--- src/design/iopmp_settings.svh ---
// IOPMP checker settings

`ifndef IOPMP_SETTINGS_SVH
`define IOPMP_SETTINGS_SVH

// Transaction and entry address width
`define IOPMP_ADDR_W 32

// Entry table depth
`define IOPMP_NUM_ENTRIES 16

// Memory domains
`define IOPMP_NUM_MDS 4

// Source IDs below this count are valid
`define IOPMP_NUM_MASTERS 4

// Wide enough to carry IDs above the master count
`define IOPMP_SID_W 3

`endif

--- src/design/iopmp_pkg.sv ---
// IOPMP checker types

`include "iopmp_settings.svh"

package iopmp_pkg;

    typedef logic [`IOPMP_ADDR_W-1:0]               addr_t;
    typedef logic [$clog2(`IOPMP_NUM_ENTRIES)-1:0]  entry_idx_t;
    typedef logic [$clog2(`IOPMP_NUM_MDS)-1:0]      md_idx_t;
    typedef logic [`IOPMP_NUM_MDS-1:0]              md_mask_t;
    typedef logic [`IOPMP_SID_W-1:0]                sid_t;

    typedef enum logic [1:0] {
        ACCESS_NONE  = 2'd0,
        ACCESS_READ  = 2'd1,
        ACCESS_WRITE = 2'd2,
        ACCESS_EXEC  = 2'd3
    } access_e;

    typedef enum logic [2:0] {
        ERR_NONE         = 3'd0,
        ERR_READ_DENIED  = 3'd1,
        ERR_WRITE_DENIED = 3'd2,
        ERR_EXEC_DENIED  = 3'd3,
        ERR_NO_MATCH     = 3'd5,
        ERR_BAD_SID      = 3'd6
    } err_code_e;

    typedef enum logic [1:0] {
        MODE_OFF   = 2'd0,
        MODE_TOR   = 2'd1,
        MODE_NA4   = 2'd2,
        MODE_NAPOT = 2'd3
    } addr_mode_e;

    typedef struct packed {
        logic [2:0] spare;
        addr_mode_e mode;
        logic       x;
        logic       w;
        logic       r;
    } entry_cfg_t;

    // Address holds the byte address shifted right by two
    typedef struct packed {
        addr_t      addr;
        entry_cfg_t cfg;
    } entry_t;

    typedef struct packed {
        addr_t   addr;
        addr_t   len;
        access_e access;
        sid_t    sid;
    } req_t;

    // Exclusive top entry index of each domain
    typedef logic [`IOPMP_NUM_MDS-1:0][$clog2(`IOPMP_NUM_ENTRIES):0] mdcfg_t;

    typedef md_mask_t [`IOPMP_NUM_MASTERS-1:0] srcmd_t;

    typedef struct packed {
        logic       detected;
        err_code_e  code;
        access_e    ttype;
        sid_t       sid;
        entry_idx_t eid;
        addr_t      addr;
    } err_record_t;

    typedef enum logic [2:0] {
        IDLE,
        SETUP,
        WALK,
        TOR_FETCH,
        ALLOW,
        DENY
    } fsm_state_e;

endpackage

--- src/design/iopmp_entry_analyzer.sv ---
// IOPMP entry match

`timescale 1ns/10ps
`include "iopmp_settings.svh"

module iopmp_entry_analyzer (
    input  iopmp_pkg::addr_t   start_i,
    input  iopmp_pkg::addr_t   final_i,
    input  iopmp_pkg::access_e access_i,
    input  iopmp_pkg::entry_t  entry_i,
    input  iopmp_pkg::addr_t   prev_word_i,
    output logic               match_o,
    output logic               partial_o,
    output logic               allow_o,
    output iopmp_pkg::addr_t   entry_end_o
);

    // One extra bit so a region may end at the top of the address space
    logic [`IOPMP_ADDR_W:0] lo;
    logic [`IOPMP_ADDR_W:0] hi;
    iopmp_pkg::addr_t       word_mask;
    iopmp_pkg::addr_t       byte_mask;
    iopmp_pkg::addr_t       napot_base;
    logic                   active;
    logic                   start_in;
    logic                   final_in;

    // Trailing ones of the word address plus the zero above them
    assign word_mask  = entry_i.addr ^ (entry_i.addr + 1'b1);
    assign byte_mask  = {word_mask[`IOPMP_ADDR_W-3:0], 2'b11};
    assign napot_base = {entry_i.addr[`IOPMP_ADDR_W-3:0], 2'b00} & ~byte_mask;

    always_comb begin
        active = 1'b0;
        lo     = '0;
        hi     = '0;
        case (entry_i.cfg.mode)
            iopmp_pkg::MODE_TOR: begin
                active = 1'b1;
                lo     = {1'b0, prev_word_i[`IOPMP_ADDR_W-3:0], 2'b00};
                hi     = {1'b0, entry_i.addr[`IOPMP_ADDR_W-3:0], 2'b00};
            end
            iopmp_pkg::MODE_NAPOT: begin
                active = 1'b1;
                lo     = {1'b0, napot_base};
                hi     = {1'b0, napot_base} + {1'b0, byte_mask} + 1'b1;
            end
            // OFF and NA4 never match
            default: begin
                active = 1'b0;
            end
        endcase
    end

    assign start_in = active && ({1'b0, start_i} >= lo) && ({1'b0, start_i} < hi);
    assign final_in = active && ({1'b0, final_i} >= lo) && ({1'b0, final_i} < hi);

    assign match_o     = start_in && final_in;
    assign partial_o   = start_in && !final_in;
    assign entry_end_o = hi[`IOPMP_ADDR_W-1:0];

    always_comb begin
        case (access_i)
            iopmp_pkg::ACCESS_READ:  allow_o = entry_i.cfg.r;
            iopmp_pkg::ACCESS_WRITE: allow_o = entry_i.cfg.w;
            iopmp_pkg::ACCESS_EXEC:  allow_o = entry_i.cfg.x;
            default:                 allow_o = 1'b0;
        endcase
    end

endmodule

--- src/design/iopmp_md_tracker.sv ---
// IOPMP memory domain tracker

`timescale 1ns/10ps
`include "iopmp_settings.svh"

module iopmp_md_tracker (
    input  logic                clk_i,
    input  logic                rst_ni,
    input  iopmp_pkg::md_mask_t enables_i,
    input  logic                start_i,
    input  logic                restore_i,
    input  logic                advance_i,
    output logic                has_md_o,
    output iopmp_pkg::md_idx_t  cur_md_o,
    output iopmp_pkg::md_idx_t  first_md_o,
    output iopmp_pkg::md_idx_t  next_md_o,
    output logic                last_md_o
);

    iopmp_pkg::md_idx_t lowest;
    iopmp_pkg::md_idx_t cur_q;
    iopmp_pkg::md_idx_t first_q;
    logic               has_md_q;

    always_comb begin
        lowest = '0;
        for (int i = `IOPMP_NUM_MDS - 1; i >= 0; i--) begin
            if (enables_i[i]) begin
                lowest = iopmp_pkg::md_idx_t'(i);
            end
        end
    end

    // Nearest enabled domain above the current one
    always_comb begin
        next_md_o = cur_q;
        last_md_o = 1'b1;
        for (int i = `IOPMP_NUM_MDS - 1; i >= 0; i--) begin
            if (enables_i[i] && (i > int'(cur_q))) begin
                next_md_o = iopmp_pkg::md_idx_t'(i);
                last_md_o = 1'b0;
            end
        end
    end

    always_ff @(posedge clk_i or negedge rst_ni) begin
        if (!rst_ni) begin
            has_md_q <= 1'b0;
            cur_q    <= '0;
            first_q  <= '0;
        end else if (start_i) begin
            has_md_q <= |enables_i;
            cur_q    <= lowest;
            first_q  <= lowest;
        end else if (restore_i) begin
            cur_q <= first_q;
        end else if (advance_i) begin
            cur_q <= next_md_o;
        end
    end

    assign has_md_o   = has_md_q;
    assign cur_md_o   = cur_q;
    assign first_md_o = first_q;

endmodule

--- src/design/iopmp_match_fsm.sv ---
// IOPMP entry walk

`timescale 1ns/10ps
`include "iopmp_settings.svh"

module iopmp_match_fsm (
    input  logic                  clk_i,
    input  logic                  rst_ni,
    input  logic                  iopmp_en_i,
    input  iopmp_pkg::mdcfg_t     mdcfg_i,
    input  iopmp_pkg::srcmd_t     srcmd_i,
    input  logic                  req_valid_i,
    input  iopmp_pkg::req_t       req_i,
    output logic                  ready_o,
    output logic                  resp_valid_o,
    output logic                  resp_allow_o,
    output iopmp_pkg::entry_idx_t entry_raddr_o,
    input  iopmp_pkg::entry_t     entry_i,
    output logic                  err_strobe_o,
    output iopmp_pkg::err_code_e  err_code_o,
    output iopmp_pkg::access_e    err_access_o,
    output iopmp_pkg::sid_t       err_sid_o,
    output iopmp_pkg::entry_idx_t err_entry_o,
    output iopmp_pkg::addr_t      err_addr_o
);

    iopmp_pkg::fsm_state_e state_q, state_d;
    iopmp_pkg::addr_t      start_q, start_d;
    iopmp_pkg::entry_idx_t cur_entry_q, cur_entry_d;
    iopmp_pkg::addr_t      prev_word_q, prev_word_d;
    logic                  prev_valid_q, prev_valid_d;
    iopmp_pkg::err_code_e  code_q, code_d;
    iopmp_pkg::err_code_e  deny_code;
    iopmp_pkg::addr_t      final_q;
    iopmp_pkg::access_e    access_q;
    iopmp_pkg::sid_t       sid_q;
    iopmp_pkg::sid_t       sid_sel;
    iopmp_pkg::md_mask_t   enables;
    logic                  accept;

    // Domain bounds in entry indices, one bit wider than an index
    logic [$clog2(`IOPMP_NUM_ENTRIES):0] first_base;
    logic [$clog2(`IOPMP_NUM_ENTRIES):0] first_top;
    logic [$clog2(`IOPMP_NUM_ENTRIES):0] cur_top;
    logic [$clog2(`IOPMP_NUM_ENTRIES):0] next_base;

    logic               md_restore, md_advance, has_md, last_md;
    iopmp_pkg::md_idx_t cur_md, first_md, next_md;
    logic               hit, partial, allow;
    iopmp_pkg::addr_t   entry_end;

    assign accept  = (state_q == iopmp_pkg::IDLE) && req_valid_i;
    assign ready_o = (state_q == iopmp_pkg::IDLE);

    // Domains are looked up with the incoming sid while idle
    assign sid_sel = (state_q == iopmp_pkg::IDLE) ? req_i.sid : sid_q;
    assign enables = (sid_sel < `IOPMP_NUM_MASTERS) ?
                     srcmd_i[sid_sel[$clog2(`IOPMP_NUM_MASTERS)-1:0]] : '0;

    assign first_base = (first_md == '0) ? '0 : mdcfg_i[first_md - 1'b1];
    assign first_top  = mdcfg_i[first_md];
    assign cur_top    = mdcfg_i[cur_md];
    assign next_base  = mdcfg_i[next_md - 1'b1];

    always_comb begin
        case (access_q)
            iopmp_pkg::ACCESS_READ:  deny_code = iopmp_pkg::ERR_READ_DENIED;
            iopmp_pkg::ACCESS_WRITE: deny_code = iopmp_pkg::ERR_WRITE_DENIED;
            iopmp_pkg::ACCESS_EXEC:  deny_code = iopmp_pkg::ERR_EXEC_DENIED;
            default:                 deny_code = iopmp_pkg::ERR_NO_MATCH;
        endcase
    end

    always_comb begin
        state_d      = state_q;
        start_d      = start_q;
        cur_entry_d  = cur_entry_q;
        prev_word_d  = prev_word_q;
        prev_valid_d = prev_valid_q;
        code_d       = code_q;
        md_restore   = 1'b0;
        md_advance   = 1'b0;
        resp_valid_o = 1'b0;
        resp_allow_o = 1'b0;
        err_strobe_o = 1'b0;

        case (state_q)
            iopmp_pkg::IDLE: begin
                start_d = req_i.addr;
                if (req_valid_i) begin
                    code_d  = iopmp_pkg::ERR_NONE;
                    state_d = iopmp_pkg::SETUP;
                    if (!iopmp_en_i) begin
                        state_d = iopmp_pkg::DENY;
                    end else if (req_i.sid >= `IOPMP_NUM_MASTERS) begin
                        state_d = iopmp_pkg::DENY;
                        code_d  = iopmp_pkg::ERR_BAD_SID;
                    end
                end
            end
            iopmp_pkg::SETUP: begin
                md_restore   = 1'b1;
                cur_entry_d  = first_base[$clog2(`IOPMP_NUM_ENTRIES)-1:0];
                prev_word_d  = '0;
                prev_valid_d = (first_base == '0);
                if (has_md && (first_top > first_base)) begin
                    state_d = iopmp_pkg::WALK;
                end else begin
                    // No domain or an empty first domain
                    state_d = iopmp_pkg::DENY;
                    code_d  = iopmp_pkg::ERR_NO_MATCH;
                end
            end
            iopmp_pkg::WALK: begin
                if (entry_i.cfg.mode == iopmp_pkg::MODE_TOR && !prev_valid_q) begin
                    // TOR base comes from the entry below
                    cur_entry_d = cur_entry_q - 1'b1;
                    state_d     = iopmp_pkg::TOR_FETCH;
                end else if (hit || partial) begin
                    if (!allow) begin
                        state_d = iopmp_pkg::DENY;
                        code_d  = deny_code;
                    end else if (hit) begin
                        state_d = iopmp_pkg::ALLOW;
                    end else begin
                        // Head is covered, check the rest from the first domain
                        start_d = entry_end;
                        state_d = iopmp_pkg::SETUP;
                    end
                end else if ({1'b0, cur_entry_q} + 1'b1 >= cur_top) begin
                    if (last_md) begin
                        state_d = iopmp_pkg::DENY;
                        code_d  = iopmp_pkg::ERR_NO_MATCH;
                    end else begin
                        cur_entry_d  = next_base[$clog2(`IOPMP_NUM_ENTRIES)-1:0];
                        md_advance   = 1'b1;
                        prev_word_d  = '0;
                        prev_valid_d = (next_base == '0);
                    end
                end else if (cur_entry_q == `IOPMP_NUM_ENTRIES - 1) begin
                    state_d = iopmp_pkg::DENY;
                    code_d  = iopmp_pkg::ERR_NO_MATCH;
                end else begin
                    cur_entry_d  = cur_entry_q + 1'b1;
                    prev_word_d  = entry_i.addr;
                    prev_valid_d = 1'b1;
                end
            end
            iopmp_pkg::TOR_FETCH: begin
                prev_word_d  = entry_i.addr;
                prev_valid_d = 1'b1;
                cur_entry_d  = cur_entry_q + 1'b1;
                state_d      = iopmp_pkg::WALK;
            end
            iopmp_pkg::ALLOW: begin
                resp_valid_o = 1'b1;
                resp_allow_o = 1'b1;
                state_d      = iopmp_pkg::IDLE;
            end
            iopmp_pkg::DENY: begin
                resp_valid_o = 1'b1;
                err_strobe_o = (code_q != iopmp_pkg::ERR_NONE);
                state_d      = iopmp_pkg::IDLE;
            end
            default: begin
                state_d = iopmp_pkg::IDLE;
            end
        endcase
    end

    always_ff @(posedge clk_i or negedge rst_ni) begin
        if (!rst_ni) begin
            state_q      <= iopmp_pkg::IDLE;
            start_q      <= '0;
            cur_entry_q  <= '0;
            prev_word_q  <= '0;
            prev_valid_q <= 1'b0;
            code_q       <= iopmp_pkg::ERR_NONE;
        end else begin
            state_q      <= state_d;
            start_q      <= start_d;
            cur_entry_q  <= cur_entry_d;
            prev_word_q  <= prev_word_d;
            prev_valid_q <= prev_valid_d;
            code_q       <= code_d;
        end
    end

    // Held for the whole check
    always_ff @(posedge clk_i or negedge rst_ni) begin
        if (!rst_ni) begin
            final_q  <= '0;
            access_q <= iopmp_pkg::ACCESS_NONE;
            sid_q    <= '0;
        end else if (accept) begin
            final_q  <= req_i.addr + req_i.len - 1'b1;
            access_q <= req_i.access;
            sid_q    <= req_i.sid;
        end
    end

    assign entry_raddr_o = cur_entry_d;
    assign err_code_o    = code_q;
    assign err_access_o  = access_q;
    assign err_sid_o     = sid_q;
    assign err_entry_o   = cur_entry_q;
    assign err_addr_o    = start_q;

    iopmp_md_tracker u_md_tracker (
        .clk_i      (clk_i),
        .rst_ni     (rst_ni),
        .enables_i  (enables),
        .start_i    (accept),
        .restore_i  (md_restore),
        .advance_i  (md_advance),
        .has_md_o   (has_md),
        .cur_md_o   (cur_md),
        .first_md_o (first_md),
        .next_md_o  (next_md),
        .last_md_o  (last_md)
    );

    iopmp_entry_analyzer u_analyzer (
        .start_i     (start_q),
        .final_i     (final_q),
        .access_i    (access_q),
        .entry_i     (entry_i),
        .prev_word_i (prev_word_q),
        .match_o     (hit),
        .partial_o   (partial),
        .allow_o     (allow),
        .entry_end_o (entry_end)
    );

endmodule

--- config.mk ---
export PLATFORM = sky130hd
export DESIGN_NAME = iopmp_match_fsm
export DESIGN_NICKNAME = d
export VERILOG_FILES = /design/src/design/iopmp_pkg.sv /design/src/design/iopmp_entry_analyzer.sv /design/src/design/iopmp_md_tracker.sv /design/src/design/iopmp_match_fsm.sv
export VERILOG_INCLUDE_DIRS = /design/src /design/src/design
export SDC_FILE = /design/constraint.sdc
export NUM_CORES = 1
export LEC_CHECK = 0
export BUFFER_PORTS_ARGS = -buffer_cell sky130_fd_sc_hd__buf_4
export CORE_MARGIN = 1
export CORE_UTILIZATION = 50
export DETAILED_ROUTE_END_ITERATION = 10
export PLACE_DENSITY = 0.71
export SLEW_MARGIN = 10
export SYNTH_ARGS = -nofsm -noshare
export SYNTH_HDL_FRONTEND = slang
export SYNTH_SLANG_ARGS = --single-unit
--- constraint.sdc ---
create_clock -name clk_i -period 9.4 [get_ports clk_i]
set_clock_uncertainty 0.1 [all_clocks]
set_input_delay 1.41 -clock clk_i [delete_from_list [all_inputs] [get_ports clk_i]]
set_output_delay 1.41 -clock clk_i [all_outputs]
set_load 0.02 [all_outputs]
==> results of run 1 <==
## per-layer routing
metal	up-vias	wire (um)	share of wire [%]
met1	6818	22100	49
li1	6949	-	-
met4	0	698	1.5
met5	-	0	0
met3	40	3080	6.7
met2	445	19600	43
## registers in the layout, summed over array words and instances, names as in the netlist, 3 cells and up
register,flops
state_q,3
final_q,32
err_addr_o,32
err_code_o,3
err_sid_o,3
err_entry_o,4
prev_word_q,30
## worst paths after layout
kind / startpoint / endpoint / slack, ns / cells after the start
max: entry_i[9] / entry_raddr_o[1] / 0.42 / 27
min: final_q[0] / final_q[0] / 0.39 / 2
max reg2reg: state_q[1] / prev_word_q[14] / 4.65 / 12
min reg2reg: final_q[0] / final_q[0] / 0.39 / 2
max in group asynchronous: rst_ni / prev_word_q[9] / 6.85 / 2
min in group asynchronous: rst_ni / prev_word_q[4] / 0.91 / 1
## power by group through the flow
stage	Clock (mW)	Sequential, mW	Combinational, mW
2_1_floorplan	0	1.01	2.06
3_3_place_gp	0	1.04	2.86
3_5_place_dp	0	1.04	2.92
4_1_cts	0.656	1.04	2.94
5_1_grt	0.676	1.07	3.28
6_report	0.649	1.05	2.97
## layout by cell type, fill, tap and decap left out, types with 11 or more instances in the layout
cell type  count
o21a_1        19
xor2_1        51
o31ai_1       15
dfrtp_1      115
clkbuf_16     17
or3_1         13
nand3_1       28
and3_1        12
nor2b_1       16
a21oi_1       87
mux4_2        15
mux2_2        16
a21o_1        36
nand4_1       25
nand2_1      262
buf_4        212
mux2_1        24
o221ai_1      11
nor3_1        27
nor2_1        64
inv_1        231
o21ai_0      142
o211ai_1      26
a211oi_1      21
ha_1         252
xnor2_1       26
nand2b_1      24
mux2i_1       61
## worst max-delay path: cells and delay by family
family | cells | cell delay, ns
AND/OR/NAND/NOR | 9 | 1.79
XOR/XNOR | 1 | 0.10
adder cells (fa/ha/maj) | 3 | 0.79
buffers and inverters | 2 | 0.32
AO/OA/AOI/OAI | 12 | 3.06
## cells by family (layout without fill, tap and decap cells)
kind of cell | count (synthesis) | in the layout | synth area share (%)
XOR/XNOR | 77 | 77 | 4.51
adder cells (fa/ha/maj) | 253 | 253 | 21.2
buffers and inverters | 305 | 476 | 8.09
multiplexers | 116 | 116 | 9.36
AND/OR/NAND/NOR | 518 | 518 | 16.0
flip-flops | 115 | 115 | 19.3
AO/OA/AOI/OAI | 482 | 482 | 21.6
## final cells by class
class	count	area, sq um
fill	2702	11700
clock buffer	17	425
multi-input combinational	1446	10900
tap	384	480
inverter	232	873
clock inverter	15	149
sequential	115	2880
timing repair buffer	212	1590
## per-stage QoR
stage | setup WS, ns | hold WS [ns]
after floorplan | 1.02 | 0.339
after global placement | 0.398 | 0.361
after detailed placement | 0.368 | 0.372
after CTS | 0.367 | 0.387
after global routing | 0.00285 | 0.395
final | 0.421 | 0.388
==> results.cfg, run 1 <==
[worst_setup_path]
worst-endpoint-required_ns = 7.89
critPathMostFrequentCell = nand2_1
critical_path.endpoint_type = output pin
timing.critical_path.from_type = input port
cpPeakStageDelay_ns = 0.40
cp_slowest_cell = a2111oi_1
critPathMaxFanout = 6
timing.setup.critical_path_class = input port to output pin
cp_arrival_ns = 7.47

[timing]
number_of_slew_limit_violations_in_the_final_report = 0
slew_headroom_pct = 36.1
final_min_period_over_clock_period_pct = 95.5
finalHoldViolCount = 0
worstMarginPinSlew_ns = 0.959
totalNegativeSetupSlack_ns = 0
report.final.setup_viol = 0
post-route-min-period_ns = 8.98
max_freq_mhz = 111
grt_setup_unrepaired = false

[pwr]
power.net_switching_mw = 2.27
totalPowerFinal_mw = 4.66
share_comb_of_total_power_pct = 63.6
seq_power_share_pct = 22.5
powerDensity_nw_per_um2 = 270
irDropWorstVdd_mv = 0.144
share_clk_of_total_power_pct = 13.9
power_leakage_nw = 8.41
power_switching_share_pct = 48.7
internal_pwr_total_mw = 2.39

[detailed_routing]
remaining_drc_errors = 0
drtPass1Iterations = 5
first_iter_violations = 1222
antenna_violating_nets_post_route = 0
vias = 14300
wl_per_cell_um = 18.8
drt_wl_total_um = 45600
route.detailed.vias_per_inst = 5.89

[yosys]
yosysMostFrequentCell = nand2_1
async_flop_share_pct = 100
postSynthNetCount = 2268
ys_top_cells_by_area = ha_1, dfrtp_1, nand2_1
synthCells = 1866
synth_ff_type = dfrtp_1
synthDominantAreaCellType = ha_1
sequential_to_total_area_share_from_yosys_stat_pct = 19.3
synth.cell_area_sq_um = 14900
synth_largest_type_area_fraction_pct = 21.1
synth_edf_count = 0
synth_area_per_cell_sq_um = 8.01
ys_ff_latch = 115
synth_cell_type_count = 85
synth_top_cells_by_count = nand2_1, ha_1, inv_1
yosys_warnings = 0

[floorplanning]
pin_count = 201
floorplan.initialDensity_pct = 51.5
floorplan.die_area_sq_um = 30600
area_of_the_core_sq_um = 29000
die-width_um = 175
die_h_um = 175
fp_rows = 62

[global_route]
global_route_wire_length_before_repair_um = 72200
grt_antenna_before_repair = 0
grt_overall_usage_pct = 30.0
use_met2_pct = 45.2
grt.busiest_layer = met2
gr-total-overflow = 0
number_of_global_route_vias_before_repair = 13400
grtUsageMet1_pct = 44.9
grtUsageMet3_pct = 4.16
grt_start_max_net_pins = 72

[clock_tree]
post_cts_resized = 0
clock-sinks = 115
clock_tree_from_tritoncts = done
cts-buffers-inserted = 17
insertion_delay_ns = 0.44
cts.hold.buffers_added = 0
post-cts-setup-buffer-count = 0
ctsLongestPathBuffers = 2
clockRootBuffer = clkbuf_16
clk_pin_slew_ns = 0.07
h-tree-depth = 4

[place]
hpwlAfterDp_um = 36400
placed_area_sq_um = 16700
gpl.final_weighted_congestion = 0.956
portBuffers = 195
place.detailed.instances = 2389

[cells_and_area]
antenna_cells_inserted = 0
area_growth_syn_to_layout_pct = 15.7
non_filler_instances = 2421
finalCoreUtilization_pct = 59.6
fin_area_sq_um = 17300
ratio_of_cells_with_drive_above_1_in_the_final_layout_pct = 14.9
design.final.nets = 2426

[job]
cap_viol_max_count = 0

[status]
run_status = complete, no violations

[hold_path]
timing.hold.worst.class = flip-flop to flip-flop
Power figures use the tool's default switching activity.
==> run 2, diff against run 1 <==
--- a/config.mk
+++ b/config.mk
@@ -8,8 +8,10 @@
 export LEC_CHECK = 0
 export BUFFER_PORTS_ARGS = -buffer_cell sky130_fd_sc_hd__buf_4
+export CELL_PAD_IN_SITES_DETAIL_PLACEMENT = 1
+export CELL_PAD_IN_SITES_GLOBAL_PLACEMENT = 1
 export CORE_MARGIN = 1
-export CORE_UTILIZATION = 50
+export CORE_UTILIZATION = 45
 export DETAILED_ROUTE_END_ITERATION = 10
-export PLACE_DENSITY = 0.71
+export PLACE_DENSITY_LB_ADDON = 0.1
 export SLEW_MARGIN = 10
 export SYNTH_ARGS = -nofsm -noshare
--- a/constraint.sdc
+++ b/constraint.sdc
@@ -3,3 +3,3 @@
 set_input_delay 1.41 -clock clk_i [delete_from_list [all_inputs] [get_ports clk_i]]
 set_output_delay 1.41 -clock clk_i [all_outputs]
-set_load 0.02 [all_outputs]
+set_load 0.01 [all_outputs]
==> results.cfg, run 2 (synthesized netlist as in run 1, its figures left out) <==
[pwr]
seq_power_share_pct = 22.5
power_leakage_nw = 8.42
internal_pwr_total_mw = 2.38
power.net_switching_mw = 2.31
irDropWorstVdd_mv = 0.125
share_comb_of_total_power_pct = 63.8
powerDensity_nw_per_um2 = 270
power_switching_share_pct = 49.2
share_clk_of_total_power_pct = 13.8

[cells_and_area]
area_growth_syn_to_layout_pct = 16.2
non_filler_instances = 2482
final_cell_mix = nand2_1, ha_1, inv_1
antenna_cells_inserted = 0
finalCoreUtilization_pct = 53.2
design.final.nets = 2429
fin_area_sq_um = 17400
ratio_of_cells_with_drive_above_1_in_the_final_layout_pct = 14.9
layout.cells.most_common = nand2_1

[timing]
totalNegativeSetupSlack_ns = 0
number_of_slew_limit_violations_in_the_final_report = 0
report.final.setup_viol = 0
worstMarginPinSlew_ns = 0.917
finalHoldViolCount = 0
slew_headroom_pct = 38.4
post-route-min-period_ns = 9.01
max_freq_mhz = 111
final_min_period_over_clock_period_pct = 95.8
grt_setup_unrepaired = false

[clock_tree]
cts-buffers-inserted = 17
clk_pin_slew_ns = 0.07
post-cts-setup-buffer-count = 0
clockRootBuffer = clkbuf_16
clock-sinks = 115
clock_tree_from_tritoncts = done
insertion_delay_ns = 0.44
h-tree-depth = 4
cts.hold.buffers_added = 0
ctsLongestPathBuffers = 2

[global_route]
gr-total-overflow = 0
grt_antenna_before_repair = 0
grt_start_max_net_pins = 84
global_route_wire_length_before_repair_um = 83800
grt_overall_usage_pct = 31.9
number_of_global_route_vias_before_repair = 15100

[job]
cap_viol_max_count = 0

[hold_path]
hold_start = final_q[1]
timing.hold.worst.class = flip-flop to flip-flop

[worst_setup_path]
cpPeakStageDelay_ns = 0.48
critPathMaxFanout = 9
cp_arrival_ns = 7.50
cp-startpoint = entry_i[11]
critical_path.endpoint_type = output pin
worst-endpoint-required_ns = 7.89
timing.setup.critical_path_class = input port to output pin
reg2reg_from = state_q[1]
cp_slowest_cell = or3_1
timing.critical_path.from_type = input port

[detailed_routing]
vias = 14700
wl_per_cell_um = 21.5
route.detailed.vias_per_inst = 5.93
remaining_drc_errors = 0
drtPass1Iterations = 5
drt_wl_total_um = 53300
first_iter_violations = 794
antenna_violating_nets_post_route = 0

[place]
placed_area_sq_um = 16800
gpl.final_weighted_congestion = 0.904
hpwlAfterDp_um = 42800
place.detailed.instances = 2450
portBuffers = 195

[status]
run_status = complete, no violations

[floorplanning]
floorplan.initialDensity_pct = 45.8
die_h_um = 184
floorplan.die_area_sq_um = 33900
area_of_the_core_sq_um = 32600
pin_count = 201
die-width_um = 184
fp_rows = 66
==> run 2: cell types whose count changed in the layout (fill, tap and decap cells not counted) <==
cell	before	now
a21oi_1	87	88
a21oi_2	3	1
a21oi_4	0	1
buf_4	212	215
bufinv_16	1	0
clkbuf_1	0	1
clkinv_4	3	1
inv_6	4	5
inv_8	2	3
==> run 2: worst max-delay path: cells and delay by family <==
family	cells	cell delay, ns
AO/OA/AOI/OAI	8	1.70
adder cells (fa/ha/maj)	2	0.69
AND/OR/NAND/NOR	12	3.13
buffers and inverters	2	0.29
multiplexers	1	0.27
==> run 2: power by group through the flow <==
stage | clock (mW) | sequential (mW) | combinational [mW]
after detailed placement | 0 | 1.06 | 2.93
final | 0.645 | 1.05 | 2.99
after global routing | 0.666 | 1.08 | 3.30
after CTS | 0.651 | 1.05 | 2.97
after global placement | 0 | 1.05 | 2.80
after floorplan | 0 | 0.937 | 2.04
==> run 2: final cells by class <==
class	instances	area, sq um
clock buffer	18	429
clock inverter	14	121
fill	4041	15300
inverter	232	873
tap	442	553
sequential	115	2880
multi-input combinational	1446	10900
timing repair buffer	215	1610
==> run 2: routing by layer <==
| layer | routed length (um) | vias to the layer above | GRT usage, % | share of wire, % |
|---|---|---|---|---|
| li1 | - | 6956 | - | - |
| met1 | 22900 | 7287 | 38.7 | 43 |
| met2 | 25800 | 373 | 55.5 | 48 |
| met3 | 2540 | 97 | 5.24 | 4.8 |
| met4 | 2040 | 0 | 13.5 | 3.8 |
| met5 | 0 | - | 0 | 0 |
==> run 2: path summary, 6_finish.rpt <==
| path | endpoint | slack [ns] | cells after the start |
|---|---|---|---|
| worst min-delay path | final_q[1] | 0.39 | 2 |
| worst min register to register | final_q[1] | 0.39 | 2 |
| max in group asynchronous | err_addr_o[8] | 6.84 | 2 |
| min in group asynchronous | final_q[22] | 0.94 | 1 |
| worst max register to register | prev_valid_q | 4.79 | 12 |
| worst max-delay path | entry_raddr_o[2] | 0.39 | 25 |
==> run 2: through the flow <==
stage | power [mW] | hold slack [ns] | worst slack [ns]
after floorplan | 2.98 | 0.339 | 1.23
after global placement | 3.86 | 0.362 | 0.232
after detailed placement | 3.99 | 0.366 | 0.164
after CTS | 4.67 | 0.387 | 0.115
after global routing | 5.04 | 0.417 | 0.0206
final | 4.69 | 0.385 | 0.391
==> run 2: repair_timing <==
action	in CTS	in global routing
hold endpoints to repair	0	0
endpoints found under the setup margin	0	4
gates resized for setup	0	4
